## src/source/im2col_pkg.sv

```systemverilog
package im2col_pkg;

    // ************************************************************************
    // sizes
    // ************************************************************************

    // square tile edge of the im2col matrix
    localparam int TILE_SIZE = 4;
    localparam int TILE_W    = 2;
    localparam int TENSOR_W  = 8;
    localparam int KERNEL_W  = 3;
    localparam int CHANNEL_W = 4;
    localparam int STRIDE_W  = 2;
    localparam int ADDR_W    = 16;
    localparam int BLOCK_W   = 6;

    // last index of a tile row or column
    localparam logic [TILE_W-1:0] TILE_LAST = TILE_W'(TILE_SIZE - 1);

    // ************************************************************************
    // shared structs
    // ************************************************************************

    typedef struct packed {
        logic [TENSOR_W-1:0]  tensor_size;
        logic [KERNEL_W-1:0]  kernel_size;
        logic [CHANNEL_W-1:0] channels;
        logic [STRIDE_W-1:0]  stride;
    } conv_cfg_t;

    // derived constants, held for a whole walk
    typedef struct packed {
        logic [TENSOR_W-1:0] out_last;
        logic [ADDR_W-1:0]   row_step;
        logic [TENSOR_W-1:0] kernel_row_step;
        logic [ADDR_W-1:0]   channel_step;
        // index of the last real window
        logic [ADDR_W-1:0]   win_last;
        logic [BLOCK_W-1:0]  block_last;
        logic [TILE_W-1:0]   tail_last;
        logic [KERNEL_W-1:0] kernel_last;
        logic [STRIDE_W-1:0] stride;
    } geom_t;

    // qualifiers of the item in the current cycle
    typedef struct packed {
        logic elem_last;
        logic tile_last;
        // first item of any block
        logic block_first;
        // first item of block 0
        logic group_first;
        logic group_last;
    } tile_evt_t;

    typedef struct packed {
        logic [ADDR_W-1:0] addr;
        logic              pad;
        logic              done;
    } issue_t;

endpackage

```

## src/source/addr_issue.sv

```systemverilog
`timescale 1ns/1ps

module addr_issue (
    input  logic                          clk,
    input  logic                          rstn,
    input  logic                          enable,
    input  im2col_pkg::tile_evt_t         evt,
    input  logic                          elem_pad,
    input  logic                          window_pad,
    input  logic                          final_group,
    input  logic [im2col_pkg::ADDR_W-1:0] kernel_offset,
    input  logic [im2col_pkg::ADDR_W-1:0] window_base_addr,
    output logic [im2col_pkg::ADDR_W-1:0] o_tensor_addr,
    output logic                          padding_valid,
    output logic                          o_addr_valid,
    output logic                          o_tensor_done
);
    import im2col_pkg::*;

    issue_t issue_d;
    issue_t issue_q;

    always_comb begin
        issue_d.pad  = elem_pad || window_pad;
        // padding slots read address 0
        issue_d.addr = issue_d.pad ? '0 : window_base_addr + kernel_offset;
        issue_d.done = evt.group_last && final_group;
    end

    // ************************************************************************
    // output stage, held while enable is low
    // ************************************************************************

    always_ff @(posedge clk or negedge rstn) begin
        if (!rstn) begin
            issue_q      <= '0;
            o_addr_valid <= 1'b0;
        end else begin
            o_addr_valid <= enable;
            if (enable) begin
                issue_q <= issue_d;
            end
        end
    end

    assign o_tensor_addr = issue_q.addr;
    assign padding_valid = issue_q.pad;
    assign o_tensor_done = issue_q.done;

endmodule

```

## src/source/conv_geometry.sv

```systemverilog
`timescale 1ns/1ps

module conv_geometry (
    input  logic                  clk,
    input  logic                  rstn,
    input  logic                  cfg_load,
    input  im2col_pkg::conv_cfg_t cfg,
    output im2col_pkg::geom_t     geom
);
    import im2col_pkg::*;

    geom_t                geom_d;
    logic [STRIDE_W-1:0]  stride_nz;
    logic [TENSOR_W-1:0]  span;
    logic [TENSOR_W:0]    out_cnt;
    logic [2*TENSOR_W:0]  win_cnt;
    logic [ADDR_W-1:0]    tensor_sq;
    logic [ADDR_W-1:0]    back_step;
    logic [ADDR_W-1:0]    elem_m1;

    // ************************************************************************
    // derived geometry, one multiply and divide stage
    // ************************************************************************

    always_comb begin
        // zero stride behaves as 1
        stride_nz = (cfg.stride == '0) ? STRIDE_W'(1) : cfg.stride;
        span      = cfg.tensor_size - TENSOR_W'(cfg.kernel_size);
        geom_d.out_last = span / TENSOR_W'(stride_nz);
        out_cnt   = {1'b0, geom_d.out_last} + 1'b1;
        win_cnt   = (2*TENSOR_W+1)'(out_cnt) * (2*TENSOR_W+1)'(out_cnt);
        tensor_sq = ADDR_W'(cfg.tensor_size) * ADDR_W'(cfg.tensor_size);
        back_step = ADDR_W'(cfg.kernel_size - 1'b1) * (ADDR_W'(cfg.tensor_size) + 1'b1);
        // kernel elements minus one, k*k*c - 1
        elem_m1   = ADDR_W'(cfg.kernel_size) * ADDR_W'(cfg.kernel_size)
                    * ADDR_W'(cfg.channels) - 1'b1;

        geom_d.row_step        = ADDR_W'(cfg.tensor_size) * ADDR_W'(stride_nz);
        geom_d.kernel_row_step = span + 1'b1;
        geom_d.channel_step    = tensor_sq - back_step;
        geom_d.win_last        = ADDR_W'(win_cnt - 1'b1);
        geom_d.block_last      = BLOCK_W'(elem_m1 / ADDR_W'(TILE_SIZE));
        geom_d.tail_last       = TILE_W'(elem_m1 % ADDR_W'(TILE_SIZE));
        geom_d.kernel_last     = cfg.kernel_size - 1'b1;
        geom_d.stride          = stride_nz;
    end

    // configuration register, loaded straight from cfg
    always_ff @(posedge clk or negedge rstn) begin
        if (!rstn) begin
            geom <= '0;
        end else if (cfg_load) begin
            geom <= geom_d;
        end
    end

endmodule

```

## src/source/kernel_walker.sv

```systemverilog
`timescale 1ns/1ps

module kernel_walker (
    input  logic                          clk,
    input  logic                          rstn,
    input  logic                          enable,
    input  im2col_pkg::geom_t             geom,
    input  im2col_pkg::tile_evt_t         evt,
    output logic [im2col_pkg::ADDR_W-1:0] kernel_offset
);
    import im2col_pkg::*;

    logic [ADDR_W-1:0]   offset;
    logic [KERNEL_W-1:0] kcol;
    logic [KERNEL_W-1:0] krow;

    // block start, replayed for every window of the block
    logic [ADDR_W-1:0]   offset_save;
    logic [KERNEL_W-1:0] kcol_save;
    logic [KERNEL_W-1:0] krow_save;

    logic [ADDR_W-1:0]   offset_step;
    logic [KERNEL_W-1:0] kcol_next;
    logic [KERNEL_W-1:0] krow_next;

    // ************************************************************************
    // next kernel element
    // ************************************************************************

    always_comb begin
        kcol_next   = kcol + 1'b1;
        krow_next   = krow;
        offset_step = ADDR_W'(1);
        if (kcol == geom.kernel_last) begin
            kcol_next = '0;
            if (krow == geom.kernel_last) begin
                // next channel plane
                krow_next   = '0;
                offset_step = geom.channel_step;
            end else begin
                krow_next   = krow + 1'b1;
                offset_step = ADDR_W'(geom.kernel_row_step);
            end
        end
    end

    always_ff @(posedge clk or negedge rstn) begin
        if (!rstn) begin
            offset <= '0;
            kcol   <= '0;
            krow   <= '0;
        end else if (enable) begin
            if (evt.group_last) begin
                // new group starts at element 0
                offset <= '0;
                kcol   <= '0;
                krow   <= '0;
            end else if (evt.elem_last && !evt.tile_last) begin
                // next window, same block
                offset <= offset_save;
                kcol   <= kcol_save;
                krow   <= krow_save;
            end else begin
                // also carries on across a block end
                offset <= offset + offset_step;
                kcol   <= kcol_next;
                krow   <= krow_next;
            end
        end
    end

    always_ff @(posedge clk) begin
        if (enable && evt.block_first) begin
            offset_save <= offset;
            kcol_save   <= kcol;
            krow_save   <= krow;
        end
    end

    assign kernel_offset = offset;

endmodule

```

## src/source/tensor_addr_gen.sv

```systemverilog
`timescale 1ns/1ps

module tensor_addr_gen (
    input  logic                          clk,
    input  logic                          rstn,
    input  logic                          cfg_load,
    input  im2col_pkg::conv_cfg_t         cfg,
    input  logic                          enable,
    output logic [im2col_pkg::ADDR_W-1:0] o_tensor_addr,
    output logic                          padding_valid,
    output logic                          o_addr_valid,
    output logic                          o_tensor_done
);
    import im2col_pkg::*;

    geom_t             geom;
    tile_evt_t         evt;
    logic              elem_pad;
    logic              window_pad;
    logic              final_group;
    logic [ADDR_W-1:0] kernel_offset;
    logic [ADDR_W-1:0] window_base_addr;

    conv_geometry u_geometry (
        .clk      (clk),
        .rstn     (rstn),
        .cfg_load (cfg_load),
        .cfg      (cfg),
        .geom     (geom)
    );

    // group, block, window, element nest
    tile_counter u_tile (
        .clk      (clk),
        .rstn     (rstn),
        .enable   (enable),
        .geom     (geom),
        .evt      (evt),
        .elem_pad (elem_pad)
    );

    kernel_walker u_kernel (
        .clk           (clk),
        .rstn          (rstn),
        .enable        (enable),
        .geom          (geom),
        .evt           (evt),
        .kernel_offset (kernel_offset)
    );

    window_base u_window (
        .clk              (clk),
        .rstn             (rstn),
        .enable           (enable),
        .geom             (geom),
        .evt              (evt),
        .window_base_addr (window_base_addr),
        .window_pad       (window_pad),
        .final_group      (final_group)
    );

    addr_issue u_issue (
        .clk              (clk),
        .rstn             (rstn),
        .enable           (enable),
        .evt              (evt),
        .elem_pad         (elem_pad),
        .window_pad       (window_pad),
        .final_group      (final_group),
        .kernel_offset    (kernel_offset),
        .window_base_addr (window_base_addr),
        .o_tensor_addr    (o_tensor_addr),
        .padding_valid    (padding_valid),
        .o_addr_valid     (o_addr_valid),
        .o_tensor_done    (o_tensor_done)
    );

endmodule

```

## src/source/tile_counter.sv

```systemverilog
`timescale 1ns/1ps

module tile_counter (
    input  logic                  clk,
    input  logic                  rstn,
    input  logic                  enable,
    input  im2col_pkg::geom_t     geom,
    output im2col_pkg::tile_evt_t evt,
    output logic                  elem_pad
);
    import im2col_pkg::*;

    // element within block, window within group, block within group
    logic [TILE_W-1:0]  elem_cnt;
    logic [TILE_W-1:0]  win_cnt;
    logic [BLOCK_W-1:0] block_cnt;

    // ************************************************************************
    // event qualifiers
    // ************************************************************************

    always_comb begin
        evt.elem_last   = (elem_cnt == TILE_LAST);
        evt.tile_last   = evt.elem_last && (win_cnt == TILE_LAST);
        evt.block_first = (elem_cnt == '0) && (win_cnt == '0);
        evt.group_first = evt.block_first && (block_cnt == '0);
        // last item of the last block ends the group
        evt.group_last  = evt.tile_last && (block_cnt == geom.block_last);
    end

    // columns past k*k*c in the final block
    assign elem_pad = (block_cnt == geom.block_last) && (elem_cnt > geom.tail_last);

    // ************************************************************************
    // counter nest
    // ************************************************************************

    always_ff @(posedge clk or negedge rstn) begin
        if (!rstn) begin
            elem_cnt  <= '0;
            win_cnt   <= '0;
            block_cnt <= '0;
        end else if (enable) begin
            elem_cnt <= evt.elem_last ? '0 : elem_cnt + 1'b1;
            if (evt.elem_last) begin
                win_cnt <= evt.tile_last ? '0 : win_cnt + 1'b1;
            end
            // block wraps at group end, next group restarts at block 0
            if (evt.tile_last) begin
                block_cnt <= evt.group_last ? '0 : block_cnt + 1'b1;
            end
        end
    end

endmodule

```

## src/source/window_base.sv

```systemverilog
`timescale 1ns/1ps

module window_base (
    input  logic                          clk,
    input  logic                          rstn,
    input  logic                          enable,
    input  im2col_pkg::geom_t             geom,
    input  im2col_pkg::tile_evt_t         evt,
    output logic [im2col_pkg::ADDR_W-1:0] window_base_addr,
    output logic                          window_pad,
    output logic                          final_group
);
    import im2col_pkg::*;

    // output column, window index, window base and base of its row
    logic [TENSOR_W-1:0] ox;
    logic [ADDR_W-1:0]   win_idx;
    logic [ADDR_W-1:0]   base;
    logic [ADDR_W-1:0]   row_base;

    // first window of the group
    logic [TENSOR_W-1:0] ox_save;
    logic [ADDR_W-1:0]   base_save;
    logic [ADDR_W-1:0]   row_base_save;

    logic [TENSOR_W-1:0] ox_next;
    logic [ADDR_W-1:0]   base_next;
    logic [ADDR_W-1:0]   row_base_next;

    // ************************************************************************
    // window step, stride along the row, row_step at the row end
    // ************************************************************************

    always_comb begin
        ox_next       = ox + 1'b1;
        row_base_next = row_base;
        base_next     = base + ADDR_W'(geom.stride);
        if (ox == geom.out_last) begin
            ox_next       = '0;
            row_base_next = row_base + geom.row_step;
            base_next     = row_base_next;
        end
    end

    assign window_pad  = (win_idx > geom.win_last);
    // groups are aligned to TILE_SIZE windows
    assign final_group = (win_idx >> TILE_W) == (geom.win_last >> TILE_W);

    always_ff @(posedge clk or negedge rstn) begin
        if (!rstn) begin
            ox       <= '0;
            win_idx  <= '0;
            base     <= '0;
            row_base <= '0;
        end else if (enable) begin
            if (evt.group_last && final_group) begin
                // walk complete, back to window 0
                ox       <= '0;
                win_idx  <= '0;
                base     <= '0;
                row_base <= '0;
            end else if (evt.tile_last && !evt.group_last) begin
                // next block revisits the group's windows
                ox       <= ox_save;
                win_idx  <= {win_idx[ADDR_W-1:TILE_W], TILE_W'(0)};
                base     <= base_save;
                row_base <= row_base_save;
            end else if (evt.elem_last) begin
                ox       <= ox_next;
                win_idx  <= win_idx + 1'b1;
                base     <= base_next;
                row_base <= row_base_next;
            end
        end
    end

    always_ff @(posedge clk) begin
        if (enable && evt.group_first) begin
            ox_save       <= ox;
            base_save     <= base;
            row_base_save <= row_base;
        end
    end

    assign window_base_addr = base;

endmodule

```

## config.mk

```make
export PLATFORM = sky130hd
export DESIGN_NAME = tensor_addr_gen
export DESIGN_NICKNAME = d
export VERILOG_FILES = /design/src/source/im2col_pkg.sv /design/src/source/addr_issue.sv /design/src/source/conv_geometry.sv /design/src/source/kernel_walker.sv /design/src/source/tensor_addr_gen.sv /design/src/source/tile_counter.sv /design/src/source/window_base.sv
export SDC_FILE = /design/constraint.sdc
export NUM_CORES = 1
export LEC_CHECK = 0
export BUFFER_PORTS_ARGS = -buffer_cell sky130_fd_sc_hd__buf_2
export CAP_MARGIN = 30
export CORE_MARGIN = 2
export CORE_UTILIZATION = 45
export CTS_CLUSTER_DIAMETER = 60
export DETAILED_ROUTE_END_ITERATION = 8
export GPL_ROUTABILITY_DRIVEN = 0
export HOLD_SLACK_MARGIN = 0.06
export PLACE_DENSITY = 0.71
export SLEW_MARGIN = 20
export SYNTH_ARGS = -nofsm -noshare
export SYNTH_HDL_FRONTEND = slang
export SYNTH_SLANG_ARGS = --single-unit
export TNS_END_PERCENT = 10
```

## constraint.sdc

```tcl
create_clock -name clk -period 5.4 [get_ports clk]
set_clock_uncertainty 0.2 [all_clocks]
set_input_delay 1.08 -clock clk [delete_from_list [all_inputs] [get_ports clk]]
set_output_delay 1.08 -clock clk [all_outputs]
set_load 0.01 [all_outputs]
```

==> results of run 1 <==
stage by stage:
step	util [%]	instance area, um^2
after floorplan	-	21100
after global placement	52.8	24000
after detailed placement	52.8	24000
after CTS	56.0	25500
after global routing	57.1	26000
final	57.1	26000
worst max-delay path: cells and delay by family:
kind / cells / cell delay [ns]
fa+ha+maj: 16 / 5.22
compound gates: 28 / 4.49
simple gates: 13 / 2.67
buf+inv: 7 / 0.43
mux: 2 / 0.34
xor+xnor: 1 / 0.07
Yosys cell counts (17+ instances only):
cell	number	area, um^2
sky130_fd_sc_hd__o21bai_1	30	225
sky130_fd_sc_hd__or2_2	20	125
sky130_fd_sc_hd__inv_1	277	1040
sky130_fd_sc_hd__a21oi_1	142	711
sky130_fd_sc_hd__a21o_1	17	128
sky130_fd_sc_hd__nand3_1	35	175
sky130_fd_sc_hd__mux2_2	41	462
sky130_fd_sc_hd__fa_1	145	2900
sky130_fd_sc_hd__nor2b_1	21	131
sky130_fd_sc_hd__nor3_1	34	170
sky130_fd_sc_hd__dfrtp_1	176	4400
sky130_fd_sc_hd__nor2_1	150	563
sky130_fd_sc_hd__mux2i_1	22	220
sky130_fd_sc_hd__edfxtp_1	62	1860
sky130_fd_sc_hd__nand2b_1	30	188
sky130_fd_sc_hd__and3_1	20	125
sky130_fd_sc_hd__o21ai_0	108	541
sky130_fd_sc_hd__nand2_1	176	661
sky130_fd_sc_hd__and2_1	33	206
sky130_fd_sc_hd__o2bb2ai_1	26	228
sky130_fd_sc_hd__o21a_1	18	135
sky130_fd_sc_hd__clkbuf_1	56	210
sky130_fd_sc_hd__xor2_1	51	447
sky130_fd_sc_hd__xnor2_1	113	990
sky130_fd_sc_hd__ha_1	205	2560
routing by layer:
metal | GRT usage, % | vias to the layer above
li1 | - | 8059
met1 | 30.1 | 8412
met2 | 38.8 | 388
met3 | 2.07 | 87
met4 | 6.60 | 0
met5 | 0 | -
registers in the layout (all words and copies together) (netlist names), 8 cells and up:
name / count
u_geometry.geom: 69
u_issue.o_tensor_addr: 16
u_kernel.kernel_offset: 16
u_kernel.offset_save: 16
u_window.base_save: 16
u_window.row_base: 16
u_window.row_base_save: 16
u_window.win_idx: 16
u_window.window_base_addr: 16
u_window.ox: 8
u_window.ox_save: 8
final timing paths:
path / to / slack (ns) / cells past startpoint
worst max-delay path: u_geometry.geom[25]$_DFFE_PN0P_ / -8.67 / 67
worst min-delay path: u_issue.o_tensor_addr[12]$_DFFE_PN0P_ / 0.28 / 1
worst max register to register: u_kernel.kernel_offset[15]$_DFFE_PN0P_ / 0.54 / 22
worst min register to register: u_issue.o_tensor_addr[12]$_DFFE_PN0P_ / 0.28 / 1
max in group asynchronous: u_window.win_idx[5]$_DFFE_PN0P_ / 3.37 / 2
min in group asynchronous: u_issue.o_tensor_addr[10]$_DFFE_PN0P_ / 0.36 / 1
area by class of cell:
cell class	count	area [um^2]
sequential	238	6270
clock buffer	35	777
multi-input combinational	1604	14100
inverter	280	1060
tap	600	751
timing repair buffer	382	2880
clock inverter	13	156
fill	3791	19500
placed cells by master, fill, tap and decap left out, types with 30 or more instances in the layout:
cell type and instances:
sky130_fd_sc_hd__nand3_1 34, sky130_fd_sc_hd__nor2_1 143, sky130_fd_sc_hd__fa_1 142, sky130_fd_sc_hd__buf_4 329, sky130_fd_sc_hd__inv_1 265, sky130_fd_sc_hd__buf_2 36
sky130_fd_sc_hd__ha_1 184, sky130_fd_sc_hd__nand2_1 171, sky130_fd_sc_hd__and2_1 30, sky130_fd_sc_hd__o21bai_1 30, sky130_fd_sc_hd__mux2_2 41, sky130_fd_sc_hd__a21oi_1 125
sky130_fd_sc_hd__xor2_1 49, sky130_fd_sc_hd__xnor2_1 100, sky130_fd_sc_hd__o21ai_0 94, sky130_fd_sc_hd__dfrtp_1 176, sky130_fd_sc_hd__edfxtp_1 62
timing repair:
action,in CTS,in global routing
setup buffers,32,13
hold buffers,0,0
pin swaps,35,35
endpoints found under the setup margin,31,33
resized for setup,53,81
kinds of logic after synthesis:
kind of cell | after synthesis
buf+inv | 344
other cells | 2
fa+ha+maj | 350
simple gates | 573
flops | 238
compound gates | 448
mux | 63
xor+xnor | 165
==> results.md, run 1 <==
| Result | Reported |
|:---|:---|
| Final number of setup-violating endpoints | 30 |
| Clock latency reported for the late side of the worst-skew pair | 0.56 ns |
| Uppermost signal routing layer after detailed routing | met4 |
| Number of cells produced by synthesis | 2183 |
| Type of origin of the critical path | primary input |
| Met3 wire length | 2.00 mm |
| DRT Pass-1 Iters | 5 |
| Max-cap violations | 0 |
| Ratio of routed vias to standard cells | 5.38 |
| Number of distinct standard cells referenced by the synthesized netlist | 86 |
| Clock slew seen by the registers of the worst setup and hold paths | 0.07 ns |
| Routed WL | 53.1 mm |
| HPWL Detailed | 40.0 mm |
| Number of top-level design ports | 40 |
| Fraction of the cycle the final worst path needs | 260% |
| Final count of hold timing violations | 0 |
| Std cell rows | 78 |
| Failing checks | negative setup slack |
| Vertical die dimension | 219 um |
| Outcome | complete, but fails checks |
| Root Buffer Master | sky130_fd_sc_hd__clkbuf_16 |
| Post-synthesis area per instance | 9.54 um^2 |
| Share of synthesized area occupied by flip-flops and latches | 30.1% |
| Least setup slack across all paths after layout | -8.67 ns |
| Total gr overflow | 0 |
| Largest net degree at the start of global routing | 80 |
| Wire length on met2 | 26.2 mm |
| Non-filler cells, final | 3152 |
| Initial antenna violation count | 0 |
| Area growth from synthesis to layout | 24.8% |
| Share of final-layout standard cells stronger than drive strength 1 | 24.9% |
| Delay of the slowest cell on the worst path | 0.56 ns |
| Post-route worst hold slack | 0.281 ns |
| Source of the critical timing path | cfg[8] |
| Yosys reg bits | 238 |
| Synthesized-area fraction occupied by xor and xnor cells | 6.98% |
| Clk sink count | 238 |
| R2r startpoint | u_kernel.krow[0]$_DFFE_PN0P_ |
| Highest clock rate | 71.1 MHz |
| Die width | 219 um |
| CTS tree | built |
| Floorplan die area | 48000 um^2 |
| Initial core utilization | 45.8% |
| Worst-margin pin slew | 0.848 ns |
| Maximum fanout along the worst path | 6 |
| Type of element capturing the critical path | register |
| Share of the synthesized area in compound gates (AO/OA/AOI/OAI) | 13.9% |
| Via count of the first global-routing pass | 17800 |
| Max Buffers Root-to-Sink | 3 |
| Net count of the finished layout | 2903 |
| Max H-tree Level | 1 |
| Async set-reset flop share out of synthesis | 73.9% |
| Slew headroom | 43.3% |
| Origin of the worst min-delay path | u_issue.o_tensor_addr[12]$_DFFE_PN0P_ |
| Post-Route M1 WL | 23.6 mm |
| Critical-path top delay cell | sky130_fd_sc_hd__fa_1 |
| Min-delay worst type | reg -> reg |
| IO buf count | 39 |
| Final critical path time including I/O delays and setup | 14.07 ns |
| Starting DRC count in detailed routing | 1024 |
| Setup CP Type | in -> reg |
| Post-Synth Adder-Cell Area | 26.3% |
| Antenna diodes | 0 |
| Crit path arrival time | 14.32 ns |
| Max-slew violations | 0 |
| Number of enable-type register cells in the synthesized netlist | 62 |
| Average detailed-routed wire length per instance | 16.8 um |
| Required time of the critical path | 5.66 ns |
| Worst path most repeated cell | sky130_fd_sc_hd__ha_4 |
| Cts bufs inserted | 26 |
| Number of instances in the placed design | 3059 |
| Number of remaining DRC errors | 0 |
| Wire length of the first global-routing pass | 88.0 mm |
| Area of the placeable core | 45500 um^2 |
| Post-route antenna net violation count | 0 |
| Dominant register cell in the synthesized netlist | sky130_fd_sc_hd__dfrtp_1 |
| Routed vias | 16900 |
| Aggregate global-route resource usage | 22.5% |
| Post-Place Setup Slack | -9.51 ns |
| Multiplexer area fraction after synthesis | 3.28% |
| Unrepaired setup endpoints after global routing | true |
| Cell area after synthesis | 20800 um^2 |
| Setup total negative slack | -132.12 ns |
| Main combinational cell family by area after synthesis | adder cells |
| Share of synthesized cell area in and, or, nand and nor gates | 13.2% |
| Number of warning messages in the yosys log | 0 |
Power of run 1 is not shown: default switching activity piles up to over one toggle a cycle in this logic, so the estimate is an artifact.
==> run 2: changes to the inputs <==
--- a/config.mk
+++ b/config.mk
@@ -7,13 +7,16 @@
 export LEC_CHECK = 0
 export BUFFER_PORTS_ARGS = -buffer_cell sky130_fd_sc_hd__buf_2
 export CAP_MARGIN = 30
+export CELL_PAD_IN_SITES_DETAIL_PLACEMENT = 0
+export CELL_PAD_IN_SITES_GLOBAL_PLACEMENT = 1
 export CORE_MARGIN = 2
 export CORE_UTILIZATION = 45
 export CTS_CLUSTER_DIAMETER = 60
 export DETAILED_ROUTE_END_ITERATION = 8
 export GPL_ROUTABILITY_DRIVEN = 0
 export HOLD_SLACK_MARGIN = 0.06
-export PLACE_DENSITY = 0.71
+export PLACE_DENSITY = 0.84
+export REMOVE_ABC_BUFFERS = 1
 export SLEW_MARGIN = 20
 export SYNTH_ARGS = -nofsm -noshare
 export SYNTH_HDL_FRONTEND = slang
==> run 2 against run 1 <==
  * The run still ends with negative setup slack left
  * Global-route usage is 0.075 points higher
  * Highest routed layer unchanged
  * First-iteration DRC count up 18%
  * Maximum frequency decreased by 2.2%
  * Non-clock buffer count increased by 27
  * Sequential share of layout area shrank 0.15 points
==> results.md, run 2 (synthesized netlist as in run 1, its figures left out) <==
| Result | Reported |
|:---|:---|
| Number of top-level design ports | 40 |
| Highest clock rate | 69.5 MHz |
| Filler Cells Inserted | 3889 |
| Wire length of the first global-routing pass | 88.0 mm |
| Min-delay worst type | reg -> reg |
| Routed vias | 16800 |
| Area of the placeable core | 45500 um^2 |
| Crit path arrival time | 14.59 ns |
| Maximum fanout along the worst path | 4 |
| Antenna diodes | 0 |
| Max-cap violations | 0 |
| Worst path most repeated cell | sky130_fd_sc_hd__o21a_1 |
| Final critical path time including I/O delays and setup | 14.38 ns |
| Via count of the first global-routing pass | 17600 |
| Final number of setup-violating endpoints | 29 |
| Std cell rows | 78 |
| Slew headroom | 41.5% |
| Delay of the slowest cell on the worst path | 0.57 ns |
| Root Buffer Master | sky130_fd_sc_hd__clkbuf_16 |
| Max Buffers Root-to-Sink | 3 |
| Initial core utilization | 45.8% |
| Worst-margin pin slew | 0.874 ns |
| Area growth from synthesis to layout | 25.6% |
| Starting DRC count in detailed routing | 1213 |
| Number of remaining DRC errors | 0 |
| Initial antenna violation count | 0 |
| Flip-flop count of the largest register after layout | 69 |
| Fraction of the cycle the final worst path needs | 266% |
| Hold path cells | 0 |
| Outcome | complete, but fails checks |
| Least setup slack across all paths after layout | -8.98 ns |
| Clock slew seen by the registers of the worst setup and hold paths | 0.06 ns |
| Non-filler cells, final | 3181 |
| Average detailed-routed wire length per instance | 16.8 um |
| CTS tree | built |
| IO buf count | 39 |
| Die width | 219 um |
| Cts bufs inserted | 27 |
| Largest net degree at the start of global routing | 100 |
| Post-Place Setup Slack | -10.46 ns |
| HPWL Detailed | 39.3 mm |
| Unrepaired setup endpoints after global routing | true |
| Vertical die dimension | 219 um |
| Max-slew violations | 0 |
| Leading cell type in the layout, fill and taps excluded | sky130_fd_sc_hd__buf_4 |
| Top register by number of flip-flops | u_geometry.geom |
| Post-route worst hold slack | 0.283 ns |
| Leading cell types in the layout, fill and taps excluded | sky130_fd_sc_hd__buf_4, sky130_fd_sc_hd__inv_1, sky130_fd_sc_hd__ha_1, sky130_fd_sc_hd__dfrtp_1, sky130_fd_sc_hd__nand2_1 |
| Failing checks | negative setup slack |
| Total gr overflow | 0 |
| Net count of the finished layout | 2931 |
| Max H-tree Level | 1 |
| Type of origin of the critical path | primary input |
| Floorplan die area | 48000 um^2 |
| Required time of the critical path | 5.61 ns |
| Final count of hold timing violations | 0 |
| Clock latency reported for the late side of the worst-skew pair | 0.56 ns |
| Post-route antenna net violation count | 0 |
| Type of element capturing the critical path | register |
| Ratio of routed vias to standard cells | 5.28 |
| Post-CTS Hold Buffers | 0 |
| Clk sink count | 238 |
| Aggregate global-route resource usage | 22.6% |
| DRT Pass-1 Iters | 5 |
| Critical-path top delay cell | sky130_fd_sc_hd__fa_1 |
| Share of final-layout standard cells stronger than drive strength 1 | 25.6% |
| Number of instances in the placed design | 3060 |
| Routed WL | 53.6 mm |
| Worst Reg-to-Reg Cells | 21 |
| Setup CP Type | in -> reg |
run 2: cell count changes in the layout (fill, tap and decap cells not counted), sizes merged:
cell	before	now
clkinvlp	3	1
clkbuf	35	39
buf	382	409
bufinv	2	1
inv	280	281
run 2: layout make-up:
type | count | area (um^2) | share of cell area [%]
Inverter | 280 | 1070 | 4.10
Clock buffer | 39 | 822 | 3.14
Multi-Input combinational cell | 1604 | 14000 | 53.5
Sequential cell | 238 | 6270 | 24.0
Tap cell | 600 | 751 | 2.87
Clock inverter | 11 | 116 | 0.445
Timing Repair Buffer | 409 | 3120 | 11.9
run 2: worst paths after layout:
check,start,endpoint,slack (ns)
setup / recovery,cfg[8],u_geometry.geom[28]$_DFFE_PN0P_,-8.98
max in group asynchronous,rstn,u_geometry.geom[26]$_DFFE_PN0P_,3.59
min in group asynchronous,rstn,u_geometry.geom[12]$_DFFE_PN0P_,0.34
hold reg to reg,u_window.row_base[3]$_DFFE_PN0P_,u_window.row_base_save[3]$_DFFE_PP_,0.28
setup reg to reg,u_kernel.krow[0]$_DFFE_PN0P_,u_kernel.kernel_offset[14]$_DFFE_PN0P_,0.63
hold / removal,u_window.row_base[3]$_DFFE_PN0P_,u_window.row_base_save[3]$_DFFE_PP_,0.28
run 2: layer usage:
| metal | global-route usage (%) | wire length (um) | vias to the layer above |
|---|---|---|---|
| met5 | 0 | 0 | - |
| met4 | 5.97 | 1340 | 0 |
| met3 | 1.93 | 2060 | 87 |
| met2 | 39.0 | 26200 | 336 |
| met1 | 30.4 | 23900 | 8254 |
| li1 | - | - | 8132 |
run 2: worst max-delay path, delay by kind of cell:
family / cells / cell delay, ns
AND/OR/NAND/NOR: 18 / 3.18
AO/OA/AOI/OAI: 27 / 3.92
adder cells (fa/ha/maj): 15 / 4.93
XOR/XNOR: 1 / 0.20
buffers and inverters: 9 / 0.94
multiplexers: 2 / 0.37
run 2: repair_timing:
action	CTS	global route
setup buffers	56	16
setup endpoints to repair	32	31
resized for setup	147	44
pin swaps	86	51
endpoints found under the hold margin	0	0
run 2: per-stage QoR:
step / area, um^2 / util, % / TNS [ns]
floorplan: 20600 / - / -171.09
global placement: 23800 / 52.3 / -161.55
detailed placement: 23800 / 52.4 / -174.74
CTS: 25800 / 56.7 / -132.32
global route: 26100 / 57.5 / -145.08
finish: 26100 / 57.5 / -135.42
Power of run 2 is left out for the same reason.
==> run 3: changes to the inputs <==
--- a/config.mk
+++ b/config.mk
@@ -9,6 +9,7 @@
 export CAP_MARGIN = 30
 export CELL_PAD_IN_SITES_DETAIL_PLACEMENT = 0
 export CELL_PAD_IN_SITES_GLOBAL_PLACEMENT = 1
+export CORE_ASPECT_RATIO = 0.8
 export CORE_MARGIN = 2
 export CORE_UTILIZATION = 45
 export CTS_CLUSTER_DIAMETER = 60
==> run 3 against run 2 <==
  * The run still ends with negative setup slack left
  * Die area about the same
  * Core utilization is 0.41 points lower
  * Sequential share of layout area about the same
  * Critical path type unchanged
==> results.md, run 3 (synthesized netlist as in run 1, its figures left out) <==
| Result | Reported |
|:---|:---|
| Setup CP Type | in -> reg |
| Fraction of the cycle the final worst path needs | 260% |
| Floorplan die area | 48000 um^2 |
| Setup total negative slack | -131.37 ns |
| DRT Pass-1 Iters | 5 |
| Starting DRC count in detailed routing | 1273 |
| Capture instance of the worst register-to-register path | u_kernel.kernel_offset[14]$_DFFE_PN0P_ |
| Routed vias | 17000 |
| Final count of hold timing violations | 0 |
| Max-slew violations | 0 |
| Reg-to-reg setup timing slack | 0.56 ns |
| Root Buffer Master | sky130_fd_sc_hd__clkbuf_16 |
| Maximum fanout along the worst path | 5 |
| Clock slew seen by the registers of the worst setup and hold paths | 0.06 ns |
| Combined area of the multi-input logic cells | 14000 um^2 |
| Unrepaired setup endpoints after global routing | true |
| Routed WL | 54.5 mm |
| Min-delay worst type | in -> async |
| Number of top-level design ports | 40 |
| Net count of the finished layout | 2918 |
| Vertical die dimension | 196 um |
| Flip-flop count of the largest register after layout | 69 |
| Share of final-layout standard cells stronger than drive strength 1 | 25.0% |
| Worst-margin pin slew | 0.881 ns |
| IO buf count | 39 |
| Top register by number of flip-flops | u_geometry.geom |
| Final critical path time including I/O delays and setup | 14.02 ns |
| Type of element capturing the critical path | register |
| Post-CTS Hold Buffers | 0 |
| Outcome | complete, but fails checks |
| Std cell rows | 70 |
| Wire length of the first global-routing pass | 90.9 mm |
| Max H-tree Level | 1 |
| Worst Reg-to-Reg Cells | 21 |
| Ratio of routed vias to standard cells | 5.35 |
| Cts bufs inserted | 27 |
| Aggregate global-route resource usage | 23.1% |
| Max-cap violations | 0 |
| Final number of setup-violating endpoints | 30 |
| Type of origin of the critical path | primary input |
| Leading cell type in the layout, fill and taps excluded | sky130_fd_sc_hd__buf_4 |
| Slew headroom | 41.1% |
| Highest clock rate | 71.3 MHz |
| Area of the placeable core | 45700 um^2 |
| Antenna diodes | 0 |
| Area growth from synthesis to layout | 25.3% |
| Source of the critical timing path | cfg[8] |
| Leading cell types in the layout, fill and taps excluded | sky130_fd_sc_hd__buf_4, sky130_fd_sc_hd__inv_1, sky130_fd_sc_hd__ha_1, sky130_fd_sc_hd__dfrtp_1, sky130_fd_sc_hd__nand2_1 |
| HPWL Detailed | 40.3 mm |
| Required time of the critical path | 5.66 ns |
| CTS tree | built |
| Via count of the first global-routing pass | 17900 |
| Clk sink count | 238 |
| Post-route antenna net violation count | 0 |
| Die width | 244 um |
| Failing checks | negative setup slack |
| Delay of the slowest cell on the worst path | 0.56 ns |
| Largest net degree at the start of global routing | 104 |
| FF/Latch Area | 6270 um^2 |
| R2r startpoint | u_geometry.geom[2]$_DFFE_PN0P_ |
| Crit path arrival time | 14.28 ns |
| Total gr overflow | 0 |
| Max Buffers Root-to-Sink | 3 |
| Number of remaining DRC errors | 0 |
| Filler Cells Inserted | 3873 |
| Least setup slack across all paths after layout | -8.62 ns |
| Critical-path top delay cell | sky130_fd_sc_hd__fa_1 |
| Average detailed-routed wire length per instance | 17.2 um |
| Initial core utilization | 45.5% |
| Worst path most repeated cell | sky130_fd_sc_hd__o21a_1 |
| Initial antenna violation count | 0 |
| Clock latency reported for the late side of the worst-skew pair | 0.56 ns |
==> run 3: changes by cell type in the layout (fill, tap and decap cells not counted), moves of 3 or more <==
cell and delta:
sky130_fd_sc_hd__a211oi_1 -3, sky130_fd_sc_hd__a211oi_2 +3, sky130_fd_sc_hd__buf_4 -13, sky130_fd_sc_hd__buf_6 -4
sky130_fd_sc_hd__buf_8 +3, sky130_fd_sc_hd__clkbuf_8 -5, sky130_fd_sc_hd__clkinv_2 +3, sky130_fd_sc_hd__nand2_1 +5
sky130_fd_sc_hd__nand2_2 -4, sky130_fd_sc_hd__o21ai_4 +3
==> run 3: final cells by class <==
cell class	count	area share [%]
inverter	280	4.11
tap	612	2.93
clock buffer	34	2.85
multi-input combinational	1604	53.8
timing repair buffer	396	11.7
clock inverter	15	0.604
sequential	238	24.0
==> run 3: how the worst max path moves through the flow <==
| stage | to | cells after the start | slack, ns |
|---|---|---|---|
| finish | u_geometry.geom[25]$_DFFE_PN0P_ | 69 | -8.62 |
| global route | u_geometry.geom[26]$_DFFE_PN0P_ | 70 | -9.16 |
| CTS | u_geometry.geom[27]$_DFFE_PN0P_ | 71 | -8.44 |
| detailed placement | u_geometry.geom[26]$_DFFE_PN0P_ | 69 | -10.47 |
| global placement | u_geometry.geom[26]$_DFFE_PN0P_ | 71 | -9.67 |
| floorplan | u_geometry.geom[28]$_DFFE_PN0P_ | 67 | -10.92 |
==> run 3: metrics by stage <==
step	util [%]	cells	setup WS [ns]	hold slack, ns	area (um^2)
floorplan	-	2122	-10.92	0.249	20600
global placement	52.1	3070	-9.67	0.257	23800
detailed placement	52.1	3072	-10.47	0.269	23800
CTS	56.2	3165	-8.44	0.274	25700
global route	57.1	3179	-9.16	0.261	26100
finish	57.1	3179	-8.62	0.242	26100
==> run 3: timing repair <==
| item | 4_1_cts | 5_1_grt |
|---|---|---|
| setup buffers | 46 | 14 |
| setup endpoints to repair | 32 | 31 |
| gates resized for setup | 136 | 59 |
| hold endpoints to repair | 0 | 0 |
| pin swaps | 62 | 49 |
==> run 3: metal layers <==
metal | wire [um] | up-vias | track usage [%]
li1 | - | 8099 | -
met1 | 25300 | 8332 | 33.0
met2 | 25100 | 482 | 37.5
met3 | 2890 | 89 | 2.60
met4 | 1170 | 0 | 6.05
met5 | 0 | - | 0
==> run 3: worst max-delay path: cells and delay by family <==
kind	cells	cell delay (ns)
buf+inv	11	1.01
mux	2	0.45
xor+xnor	1	0.21
simple gates	14	2.56
fa+ha+maj	14	4.59
compound gates	27	4.36
Power of run 3 is left out for the same reason.
